[config.mk]
export PLATFORM = sky130hd
export DESIGN_NAME = prefetch_buffer_small
export DESIGN_NICKNAME = d
export VERILOG_FILES = /design/src/pf_pkg.sv /design/src/pf_fetch_if.sv /design/src/pf_fetch_ctrl.sv /design/src/pf_instr_aligner.sv /design/src/prefetch_buffer_small.sv
export VERILOG_INCLUDE_DIRS = /design/src
export SDC_FILE = /design/constraint.sdc
export NUM_CORES = 1
export LEC_CHECK = 0
export ABC_AREA = 1
export BUFFER_PORTS_ARGS = -buffer_cell sky130_fd_sc_hd__buf_2
export CAP_MARGIN = 15
export CORE_MARGIN = 2
export CORE_UTILIZATION = 46
export CTS_BUF_LIST = sky130_fd_sc_hd__clkbuf_2 sky130_fd_sc_hd__clkbuf_4 sky130_fd_sc_hd__clkbuf_8
export CTS_CLUSTER_DIAMETER = 100
export CTS_CLUSTER_SIZE = 12
export DETAILED_ROUTE_END_ITERATION = 8
export GPL_ROUTABILITY_DRIVEN = 0
export PLACE_DENSITY = 0.74
export SKIP_LAST_GASP = 1
export SLEW_MARGIN = 40
export SYNTH_ARGS = -nofsm -noshare
export SYNTH_HDL_FRONTEND = slang
export SYNTH_SLANG_ARGS = --single-unit
[constraint.sdc]
create_clock -name clk -period 4.45 [get_ports clk]
set_clock_uncertainty 0.2 [all_clocks]
set_input_delay 0.2225 -clock clk [delete_from_list [all_inputs] [get_ports clk]]
set_output_delay 0.2225 -clock clk [all_outputs]
set_load 0.01 [all_outputs]
[src/pf_defines.svh]
////////////////////
// Prefetch buffer widths and constants
// Address, word and halfword sizes, the full-instruction marker and PC steps
////////////////////

`ifndef PF_DEFINES_SVH
`define PF_DEFINES_SVH

////////////////////
// Widths

`define PF_ADDR_W 32 // Byte address into instruction memory
`define PF_WORD_W 32 // One memory word and one output instruction
`define PF_HALF_W 16 // One compressed instruction or half of a full one

////////////////////
// Encoding

// Low two bits of a full 32-bit instruction, anything else is compressed
`define PF_FULL_MARK 2'b11

`define PF_STEP_C 2 // PC advance after a compressed instruction
`define PF_STEP_F 4 // PC advance after a full instruction

`endif

[src/pf_pkg.sv]
////////////////////
// Prefetch buffer types
// Fetched word view and instruction format codes
////////////////////

`include "pf_defines.svh"

package pf_pkg;

  ////////////////////
  // Memory word

  // Upper and lower halfword of one fetched word, lower half sits at the lower address
  typedef struct packed {
    logic [`PF_HALF_W-1:0] hi; // Halfword at word address + 2
    logic [`PF_HALF_W-1:0] lo; // Halfword at word address + 0
  } half_pair_t;

  // The same word is looked at as one full instruction or as two halves
  typedef union packed {
    logic [`PF_WORD_W-1:0] full; // Aligned 32-bit instruction
    half_pair_t            half; // Two compressed instructions or instruction parts
  } fetch_word_u;

  ////////////////////
  // Output formats

  //                          upper  lower
  // FMT_FULL_ALIGNED       [ iiii , iiii ] stored word
  // FMT_C_ALIGNED          [ xxxx , iiii ] stored word
  // FMT_C_MISALIGNED       [ iiii , xxxx ] stored word
  // FMT_C_HELD             [ iiii , xxxx ] held half
  // FMT_FULL_STRADDLE      lower part held, upper part from the lower half of the new word
  typedef enum logic [2:0] {
    FMT_FULL_ALIGNED,
    FMT_C_ALIGNED,
    FMT_C_MISALIGNED,
    FMT_C_HELD,
    FMT_FULL_STRADDLE
  } instr_fmt_e;

endpackage

[src/pf_fetch_if.sv]
////////////////////
// Controller to aligner link
// Response handoff from memory side, format feedback from decode side
////////////////////

`include "pf_defines.svh"

interface pf_fetch_if;

  // Driven by the memory-side controller
  logic                  resp_valid;     // One-cycle pulse with a response that is kept
  logic [`PF_WORD_W-1:0] resp_word;      // Raw word from memory
  logic                  fetch_half;     // Bit 1 of the current fetch address
  logic                  flush;          // Branch, drop all buffered state

  // Driven by the aligner
  logic                  out_fire;       // Instruction handed to decode this cycle
  logic                  step_full;      // That instruction was 4 bytes long
  logic                  need_word;      // Nothing can be presented without a new word
  logic                  straddle_start; // Lower part of a full instruction captured

  modport ctrl (
    output resp_valid,
    output resp_word,
    output fetch_half,
    output flush,
    input  out_fire,
    input  step_full,
    input  need_word,
    input  straddle_start
  );

  modport align (
    input  resp_valid,
    input  resp_word,
    input  fetch_half,
    input  flush,
    output out_fire,
    output step_full,
    output need_word,
    output straddle_start
  );

endinterface

[src/pf_fetch_ctrl.sv]
////////////////////
// Prefetch memory controller
// Request FSM towards instruction memory, fetch address and branch abort
////////////////////

`include "pf_defines.svh"

module pf_fetch_ctrl (
  input  logic                  clk,
  input  logic                  rst_n,

  // Decode side
  input  logic                  req_i,          // Decode wants instructions
  input  logic                  branch_i,       // Redirect fetch to branch_addr_i
  input  logic [`PF_ADDR_W-1:0] branch_addr_i,

  // Instruction memory
  output logic                  mem_req_o,
  output logic [`PF_ADDR_W-1:0] mem_addr_o,     // Always word aligned
  input  logic                  mem_gnt_i,
  input  logic [`PF_WORD_W-1:0] mem_rdata_i,
  input  logic                  mem_rvalid_i,

  // Status and instruction address
  output logic                  busy_o,
  output logic [`PF_ADDR_W-1:0] instr_addr_o,

  pf_fetch_if.ctrl              fetch_if
);

  ////////////////////
  // Declarations

  typedef enum logic [1:0] {
    ST_IDLE,        // No request in flight
    ST_WAIT_GNT,    // Request raised, memory has not granted yet
    ST_WAIT_RVALID, // Granted, response still to come
    ST_ABORTED      // Granted before a branch, response gets swallowed
  } state_e;

  state_e                state_q, state_d;

  logic [`PF_ADDR_W-1:0] fetch_addr_q, fetch_addr_d; // Next instruction, or next word in a straddle
  logic [`PF_ADDR_W-1:0] straddle_addr_q;            // Start of the instruction being split
  logic                  straddle_pend_q, straddle_pend_d;

  logic                  issue;   // New request raised from idle
  logic [`PF_ADDR_W-1:0] step;    // Size of the instruction leaving this cycle

  ////////////////////
  // Memory side

  // Only ask for a word when the aligner has run dry and decode is fetching
  assign issue = (state_q == ST_IDLE) && req_i && fetch_if.need_word && !branch_i;

  assign mem_req_o  = issue || (state_q == ST_WAIT_GNT);
  assign mem_addr_o = {fetch_addr_q[`PF_ADDR_W-1:2], 2'b00};

  // Something is pending or outstanding whenever we are not idle
  assign busy_o = (state_q != ST_IDLE) || mem_req_o;

  // A response is passed on only if it was not overtaken by a branch
  assign fetch_if.resp_valid = (state_q == ST_WAIT_RVALID) && mem_rvalid_i && !branch_i;
  assign fetch_if.resp_word  = mem_rdata_i;
  assign fetch_if.fetch_half = fetch_addr_q[1];
  assign fetch_if.flush      = branch_i;

  ////////////////////
  // Request FSM

  always_comb begin
    state_d = state_q;

    unique case (state_q)
      ST_IDLE: begin
        if (issue) begin
          state_d = mem_gnt_i ? ST_WAIT_RVALID : ST_WAIT_GNT;
        end
      end

      ST_WAIT_GNT: begin
        // A grant in the branch cycle still leaves a response to drop
        if (mem_gnt_i) begin
          state_d = branch_i ? ST_ABORTED : ST_WAIT_RVALID;
        end else if (branch_i) begin
          state_d = ST_IDLE; // Request withdrawn before it was accepted
        end
      end

      ST_WAIT_RVALID: begin
        if (mem_rvalid_i) begin
          state_d = ST_IDLE; // Word goes to the aligner unless a branch hides it
        end else if (branch_i) begin
          state_d = ST_ABORTED;
        end
      end

      ST_ABORTED: begin
        if (mem_rvalid_i) begin
          state_d = ST_IDLE; // Stale word is swallowed here
        end
      end

      default: state_d = ST_IDLE;
    endcase
  end

  ////////////////////
  // Fetch address

  // While the second half of a straddling instruction is fetched, decode sees its start
  assign instr_addr_o = straddle_pend_q ? straddle_addr_q : fetch_addr_q;

  assign step = fetch_if.step_full ? `PF_ADDR_W'(`PF_STEP_F) : `PF_ADDR_W'(`PF_STEP_C);

  always_comb begin
    fetch_addr_d    = fetch_addr_q;
    straddle_pend_d = straddle_pend_q;

    if (branch_i) begin
      fetch_addr_d    = branch_addr_i; // Branch wins over anything the aligner reports
      straddle_pend_d = 1'b0;
    end else if (fetch_if.straddle_start) begin
      // Move on to the word holding the upper part, start address is kept aside
      fetch_addr_d    = fetch_addr_q + `PF_ADDR_W'(`PF_STEP_C);
      straddle_pend_d = 1'b1;
    end else if (fetch_if.out_fire) begin
      fetch_addr_d    = instr_addr_o + step;
      straddle_pend_d = 1'b0;
    end
  end

  ////////////////////
  // Registers

  always_ff @(posedge clk or negedge rst_n) begin
    if (!rst_n) begin
      state_q         <= ST_IDLE;
      fetch_addr_q    <= '0;
      straddle_pend_q <= 1'b0;
    end else begin
      state_q         <= state_d;
      fetch_addr_q    <= fetch_addr_d;
      straddle_pend_q <= straddle_pend_d;
    end
  end

  // Only read while straddle_pend_q is set
  always_ff @(posedge clk) begin
    if (!branch_i && fetch_if.straddle_start) begin
      straddle_addr_q <= fetch_addr_q;
    end
  end

endmodule

[src/pf_instr_aligner.sv]
////////////////////
// Prefetch instruction aligner
// Holds the response word and one halfword, builds 16/32-bit instructions
////////////////////

`include "pf_defines.svh"

module pf_instr_aligner (
  input  logic                  clk,
  input  logic                  rst_n,

  // Decode side
  input  logic                  ready_i,
  output logic                  valid_o,
  output logic [`PF_WORD_W-1:0] instr_o,

  pf_fetch_if.align             fetch_if
);

  ////////////////////
  // Declarations

  pf_pkg::fetch_word_u   word_q;       // Last response word
  logic                  word_valid_q; // Word not used yet
  logic [`PF_HALF_W-1:0] held_q;       // Upper half of an earlier word
  logic                  held_valid_q;
  logic                  straddle_q;   // held_q is the lower part of a full instruction

  pf_pkg::instr_fmt_e    fmt;
  logic                  present;      // An instruction can be shown to decode
  logic                  split;        // A full instruction starts in an upper half
  logic                  keep_hi;      // Upper half of word_q moves into held_q

  logic                  lo_full, hi_full, held_full;

  assign lo_full   = (word_q.half.lo[1:0] == `PF_FULL_MARK);
  assign hi_full   = (word_q.half.hi[1:0] == `PF_FULL_MARK);
  assign held_full = (held_q[1:0] == `PF_FULL_MARK);

  ////////////////////
  // Format decision

  always_comb begin
    fmt     = pf_pkg::FMT_FULL_ALIGNED;
    present = 1'b0;
    split   = 1'b0;

    if (word_valid_q) begin
      if (straddle_q) begin
        fmt     = pf_pkg::FMT_FULL_STRADDLE; // Second fetch of a split instruction is here
        present = 1'b1;
      end else if (!fetch_if.fetch_half) begin
        fmt     = lo_full ? pf_pkg::FMT_FULL_ALIGNED : pf_pkg::FMT_C_ALIGNED;
        present = 1'b1;
      end else if (!hi_full) begin
        fmt     = pf_pkg::FMT_C_MISALIGNED; // First word after a branch to a misaligned target
        present = 1'b1;
      end else begin
        split   = 1'b1;
      end
    end else if (held_valid_q && fetch_if.fetch_half && !straddle_q) begin
      // Sequential flow into the upper half, no memory access unless it is a full one
      if (!held_full) begin
        fmt     = pf_pkg::FMT_C_HELD;
        present = 1'b1;
      end else begin
        split   = 1'b1;
      end
    end
  end

  // Compressed instructions leave zero-extended
  always_comb begin
    unique case (fmt)
      pf_pkg::FMT_FULL_ALIGNED:  instr_o = word_q.full;
      pf_pkg::FMT_C_ALIGNED:     instr_o = {{`PF_HALF_W{1'b0}}, word_q.half.lo};
      pf_pkg::FMT_C_MISALIGNED:  instr_o = {{`PF_HALF_W{1'b0}}, word_q.half.hi};
      pf_pkg::FMT_C_HELD:        instr_o = {{`PF_HALF_W{1'b0}}, held_q};
      pf_pkg::FMT_FULL_STRADDLE: instr_o = {word_q.half.lo, held_q};
      default:                   instr_o = word_q.full;
    endcase
  end

  ////////////////////
  // Handshake and feedback

  assign valid_o  = present && !fetch_if.flush; // Branch drops what is on show
  assign fetch_if.out_fire  = valid_o && ready_i;
  assign fetch_if.step_full = (fmt == pf_pkg::FMT_FULL_ALIGNED) ||
                              (fmt == pf_pkg::FMT_FULL_STRADDLE);
  assign fetch_if.need_word = !present && !split;
  assign fetch_if.straddle_start = split && !fetch_if.flush;

  // The upper half stays useful after a lower compressed one, a straddle, or a split start
  assign keep_hi = (fetch_if.out_fire && ((fmt == pf_pkg::FMT_C_ALIGNED) ||
                                          (fmt == pf_pkg::FMT_FULL_STRADDLE))) ||
                   (fetch_if.straddle_start && word_valid_q);

  ////////////////////
  // Registers

  always_ff @(posedge clk or negedge rst_n) begin
    if (!rst_n) begin
      word_valid_q <= 1'b0;
      held_valid_q <= 1'b0;
      straddle_q   <= 1'b0;
    end else if (fetch_if.flush) begin
      word_valid_q <= 1'b0;
      held_valid_q <= 1'b0;
      straddle_q   <= 1'b0;
    end else begin
      if (fetch_if.resp_valid) begin
        word_valid_q <= 1'b1;
      end else if (fetch_if.out_fire || split) begin
        word_valid_q <= 1'b0; // Stored word fully consumed
      end

      if (fetch_if.out_fire) begin
        held_valid_q <= keep_hi;
        straddle_q   <= 1'b0;
      end else if (split) begin
        held_valid_q <= 1'b1;
        straddle_q   <= 1'b1;
      end
    end
  end

  always_ff @(posedge clk) begin
    if (fetch_if.resp_valid) begin
      word_q <= fetch_if.resp_word;
    end
    if (keep_hi) begin
      held_q <= word_q.half.hi;
    end
  end

endmodule

[src/prefetch_buffer_small.sv]
////////////////////
// Small instruction prefetch buffer
// Word fetch from memory, one held halfword, 16/32-bit instructions to decode
////////////////////

`include "pf_defines.svh"

module prefetch_buffer_small (
  input  logic                  clk,
  input  logic                  rst_n,

  ////////////////////
  // Decode side

  input  logic                  req_i,         // Keep fetching
  input  logic                  branch_i,      // Restart at branch_addr_i
  input  logic [`PF_ADDR_W-1:0] branch_addr_i, // Halfword aligned target
  input  logic                  ready_i,
  output logic                  valid_o,
  output logic [`PF_WORD_W-1:0] instr_o,       // Compressed ones are zero-extended
  output logic [`PF_ADDR_W-1:0] instr_addr_o,

  ////////////////////
  // Instruction memory

  output logic                  mem_req_o,
  output logic [`PF_ADDR_W-1:0] mem_addr_o,
  input  logic                  mem_gnt_i,
  input  logic [`PF_WORD_W-1:0] mem_rdata_i,
  input  logic                  mem_rvalid_i,

  output logic                  busy_o         // Request pending or outstanding
);

  // Link between memory-side control and decode-side alignment
  pf_fetch_if fetch_if ();

  // Owns the memory protocol and the program counter
  pf_fetch_ctrl u_fetch_ctrl (
    .clk           (clk),
    .rst_n         (rst_n),
    .req_i         (req_i),
    .branch_i      (branch_i),
    .branch_addr_i (branch_addr_i),
    .mem_req_o     (mem_req_o),
    .mem_addr_o    (mem_addr_o),
    .mem_gnt_i     (mem_gnt_i),
    .mem_rdata_i   (mem_rdata_i),
    .mem_rvalid_i  (mem_rvalid_i),
    .busy_o        (busy_o),
    .instr_addr_o  (instr_addr_o),
    .fetch_if      (fetch_if.ctrl)
  );

  // Owns the word buffer, the held half and the instruction format
  pf_instr_aligner u_instr_aligner (
    .clk      (clk),
    .rst_n    (rst_n),
    .ready_i  (ready_i),
    .valid_o  (valid_o),
    .instr_o  (instr_o),
    .fetch_if (fetch_if.align)
  );

endmodule

==> results.ini <==
[floorplanning]
floorplan.rows=47
boundaryPins=170
start_util_pct=47.3
die_width_um=135
core_area_um2=16600
chipHeight_um=135
area_enclosed_by_the_die_boundary_um2=18200

[sta]
fin_ws_ns=0.614
grt_setup_unrepaired=false
final_hold_viol_count=0
max_transition_margin_pct=44.1
period_minus_slack_ns=3.84
maxClockFrequency_mhz=261
period_share_pct=86.2
fin_tns_setup_ns=0
slew_violations=0
setup_viol_count_final=0
transition_time_at_the_pin_with_the_least_slew_margin_ns=0.839

[run_status]
status=complete, no violations

[yosys]
synth.ff_latch_count=118
netlist-cell-type-count=49
synth_top_cell_by_area=sky130_fd_sc_hd__edfxtp_1
postSynth.asyncResetShare_pct=32.2
dominantRegCellSynth=sky130_fd_sc_hd__edfxtp_1
post_synth_inst_count=1014
netlist_top_cells_count=sky130_fd_sc_hd__nand2_1, sky130_fd_sc_hd__nor2_1, sky130_fd_sc_hd__inv_1, sky130_fd_sc_hd__edfxtp_1, sky130_fd_sc_hd__nand3_1
yosysSeqAreaShare_pct=42.6
post_synth_instance_area_um2=7870
largest_cells_by_area_after_synthesis=sky130_fd_sc_hd__edfxtp_1, sky130_fd_sc_hd__nand2_1, sky130_fd_sc_hd__dfrtp_1
synthesis.area_per_instance_um2=7.76
synth_largest_type_area_fraction_pct=30.5
synthMostInstantiatedCell=sky130_fd_sc_hd__nand2_1
synth-edff-count=80
yosysWarnings=0

[power_and_ir_drop]
power.total_mw=3.78
power.density_cell_area_nw_per_um2=391
share_seq_of_total_power_pct=39.3
total_leakage_power_nw=4.36
switching_power_mw=1.54
clockPowerShare_pct=25.7
netSwitchingFraction_pct=40.8
cellInternalPower_mw=2.24
comb_power_share_pct=35.0
vdd_ir_drop_max_v=0.000262

[layout]
nets=1289
final.fill_count=1474
area_growth_pct=22.6
fin_cells=1447
post_route_cells_drive_above_1_share_pct=24.4
diodes=0

[placement]
io_buffer_count=167
hpwlAfterDp_mm=17.3
numPlacedInstances=1349
dp_slack_ns=1.19

[clock_network]
cts.path.max_buffers=2
cts-buffers-inserted=17
cts.sink_count=118
clock_insertion_delay_worst_skew_ns=0.46
cts_post_setup_buffers_inserted=0
tritoncts=built
htreeDepth=4
cts.root.buffer_cell=sky130_fd_sc_hd__clkbuf_8
clk_slew_on_worst_s_h_paths_ns=0.08

[global_routing]
grt_remaining_overflow=0
grt_pass1_wl_mm=39.1
antenna_violations_before_repair=0
grt_pass1_vias=7636
grt_total_usage_pct=27.9
pin_count_of_the_biggest_net_entering_global_routing=55

[routing]
route.vias.total=7847
drt-pass1-iter-count=5
drt.antenna.violating_nets=0
totalWireLength_mm=24.8
wire_per_inst_um=17.1
detail_route.vias_per_cell=5.42
detail_route.iter0.violations=796
drc_errors=0

[critical_path]
crit_arrival_ns=3.97
path_class=reg2reg
required_ns=4.58
r2r.worst_path.cells=17
worstSetupStartpointType=flip-flop
crit_path_max_fanout=31
end_kind=flip-flop

[hold_path]
worst_min_delay_path_class=in2reg
hold_path_depth=6

[flow_run]
cap_viol_max_count=0

## timing repair
item,in CTS,in global routing
endpoints found under the hold margin,102,0
setup endpoints to repair,0,0
hold buffers,66,0
gates resized for setup,0,0
## power by group through the flow
stage / registers (mW) / logic [mW] / clock network, mW
floorplan: 1.44 / 0.922 / 0
global placement: 1.50 / 1.23 / 0
detailed placement: 1.50 / 1.25 / 0
CTS: 1.48 / 1.31 / 0.975
global route: 1.50 / 1.45 / 1.03
finish: 1.48 / 1.32 / 0.971
## worst max-delay path, stage by stage (launching register included)
cell	delay [ns]
sky130_fd_sc_hd__dfrtp_1	0.78
sky130_fd_sc_hd__inv_6	0.30
sky130_fd_sc_hd__or2_2	0.36
sky130_fd_sc_hd__o21ai_0	0.15
sky130_fd_sc_hd__inv_1	0.11
sky130_fd_sc_hd__ha_1	0.29
sky130_fd_sc_hd__nand2_1	0.05
sky130_fd_sc_hd__nand2_1	0.07
sky130_fd_sc_hd__nand2_2	0.10
sky130_fd_sc_hd__nor2_2	0.13
sky130_fd_sc_hd__inv_2	0.05
sky130_fd_sc_hd__nor2_2	0.21
sky130_fd_sc_hd__nand2_1	0.08
sky130_fd_sc_hd__nand2_1	0.06
sky130_fd_sc_hd__nand3_1	0.06
sky130_fd_sc_hd__nand3_1	0.07
sky130_fd_sc_hd__nand3_1	0.07
sky130_fd_sc_hd__dlygate4sd3_1	0.57
## through the flow
step / hold slack, ns / utilization [%] / instance area, um2
after floorplan: -0.273 / - / 7870
after global placement: 0.199 / 51.7 / 8600
after detailed placement: 0.0584 / 51.7 / 8600
after CTS: 0.0186 / 58.0 / 9640
after global routing: 0.0302 / 58.0 / 9640
final: 0.0328 / 58.0 / 9640
## layout make-up
class	count	area, um2	area share [%]
Sequential cell	118	3350	34.8
Multi-Input combinational cell	744	3730	38.7
Inverter	94	358	3.71
Clock buffer	17	234	2.43
Timing Repair Buffer	239	1540	16.0
Tap cell	220	275	2.85
Clock inverter	15	146	1.52
## final timing paths
path | slack, ns | start | endpoint
worst max-delay path | 0.61 | u_fetch_ctrl.straddle_pend_q$_DFFE_PN0P_ | u_fetch_ctrl.fetch_addr_q[30]$_DFFE_PN0P_
worst min-delay path | 0.03 | branch_addr_i[21] | u_fetch_ctrl.fetch_addr_q[21]$_DFFE_PN0P_
worst max register to register | 0.61 | u_fetch_ctrl.straddle_pend_q$_DFFE_PN0P_ | u_fetch_ctrl.fetch_addr_q[30]$_DFFE_PN0P_
worst min register to register | 0.28 | u_instr_aligner.word_q[30]$_DFFE_PP_ | u_instr_aligner.held_q[14]$_DFFE_PP_
max in group asynchronous | 3.53 | rst_n | u_instr_aligner.word_valid_q$_DFFE_PN0P_
min in group asynchronous | 0.11 | rst_n | u_fetch_ctrl.fetch_addr_q[26]$_DFFE_PN0P_
## layout by cell type (no fill, tap or decap), drive strengths merged, types with 2 or more instances in the layout
master and n:
nand2 396, buf 173, nor2 114, inv 100, edfxtp 80, dlygate4sd3 66, nand3 53, o21ai 47
dfrtp 38, a21oi 28, clkbuf 17, o211ai 15, nor3 14, xor2 11, nand4 11, a22oi 11
nand3b 9, or2 6, clkinv 6, xnor2 5, a41oi 3, a21boi 3, a31oi 3, ha 3
and3 2, conb 2, clkinvlp 2
## sequential cells by signal (all words and copies together) (netlist names)
register / flops
u_fetch_ctrl.state_q: 2
u_instr_aligner.held_valid_q: 1
u_instr_aligner.word_valid_q: 1
u_instr_aligner.held_q: 16
u_fetch_ctrl.fetch_addr_q: 32
u_fetch_ctrl.straddle_pend_q: 1
u_instr_aligner.straddle_q: 1
u_fetch_ctrl.straddle_addr_q: 32
u_instr_aligner.word_q: 32
## cells by family after synthesis
logic type | count (synthesis) | share of synthesized area (%)
xor gates and xnor gates | 16 | 1.78
DFF | 118 | 42.6
and+or+nand+nor | 608 | 36.1
other | 1 | 0.0477
adders and majority gates | 4 | 0.732
AOI/OAI and AO/OA | 114 | 8.68
buffers and inverters | 153 | 9.99
## routing by layer
layer	GRT usage, %	wire (um)	share of wire (%)	vias up
met5	0	0	0	-
li1	-	-	-	3679
met1	34.1	9500	38	3615
met4	12.7	938	3.8	0
met3	5.78	2420	9.8	76
met2	47.6	11900	48	477
(Power assumes the default switching activity.)
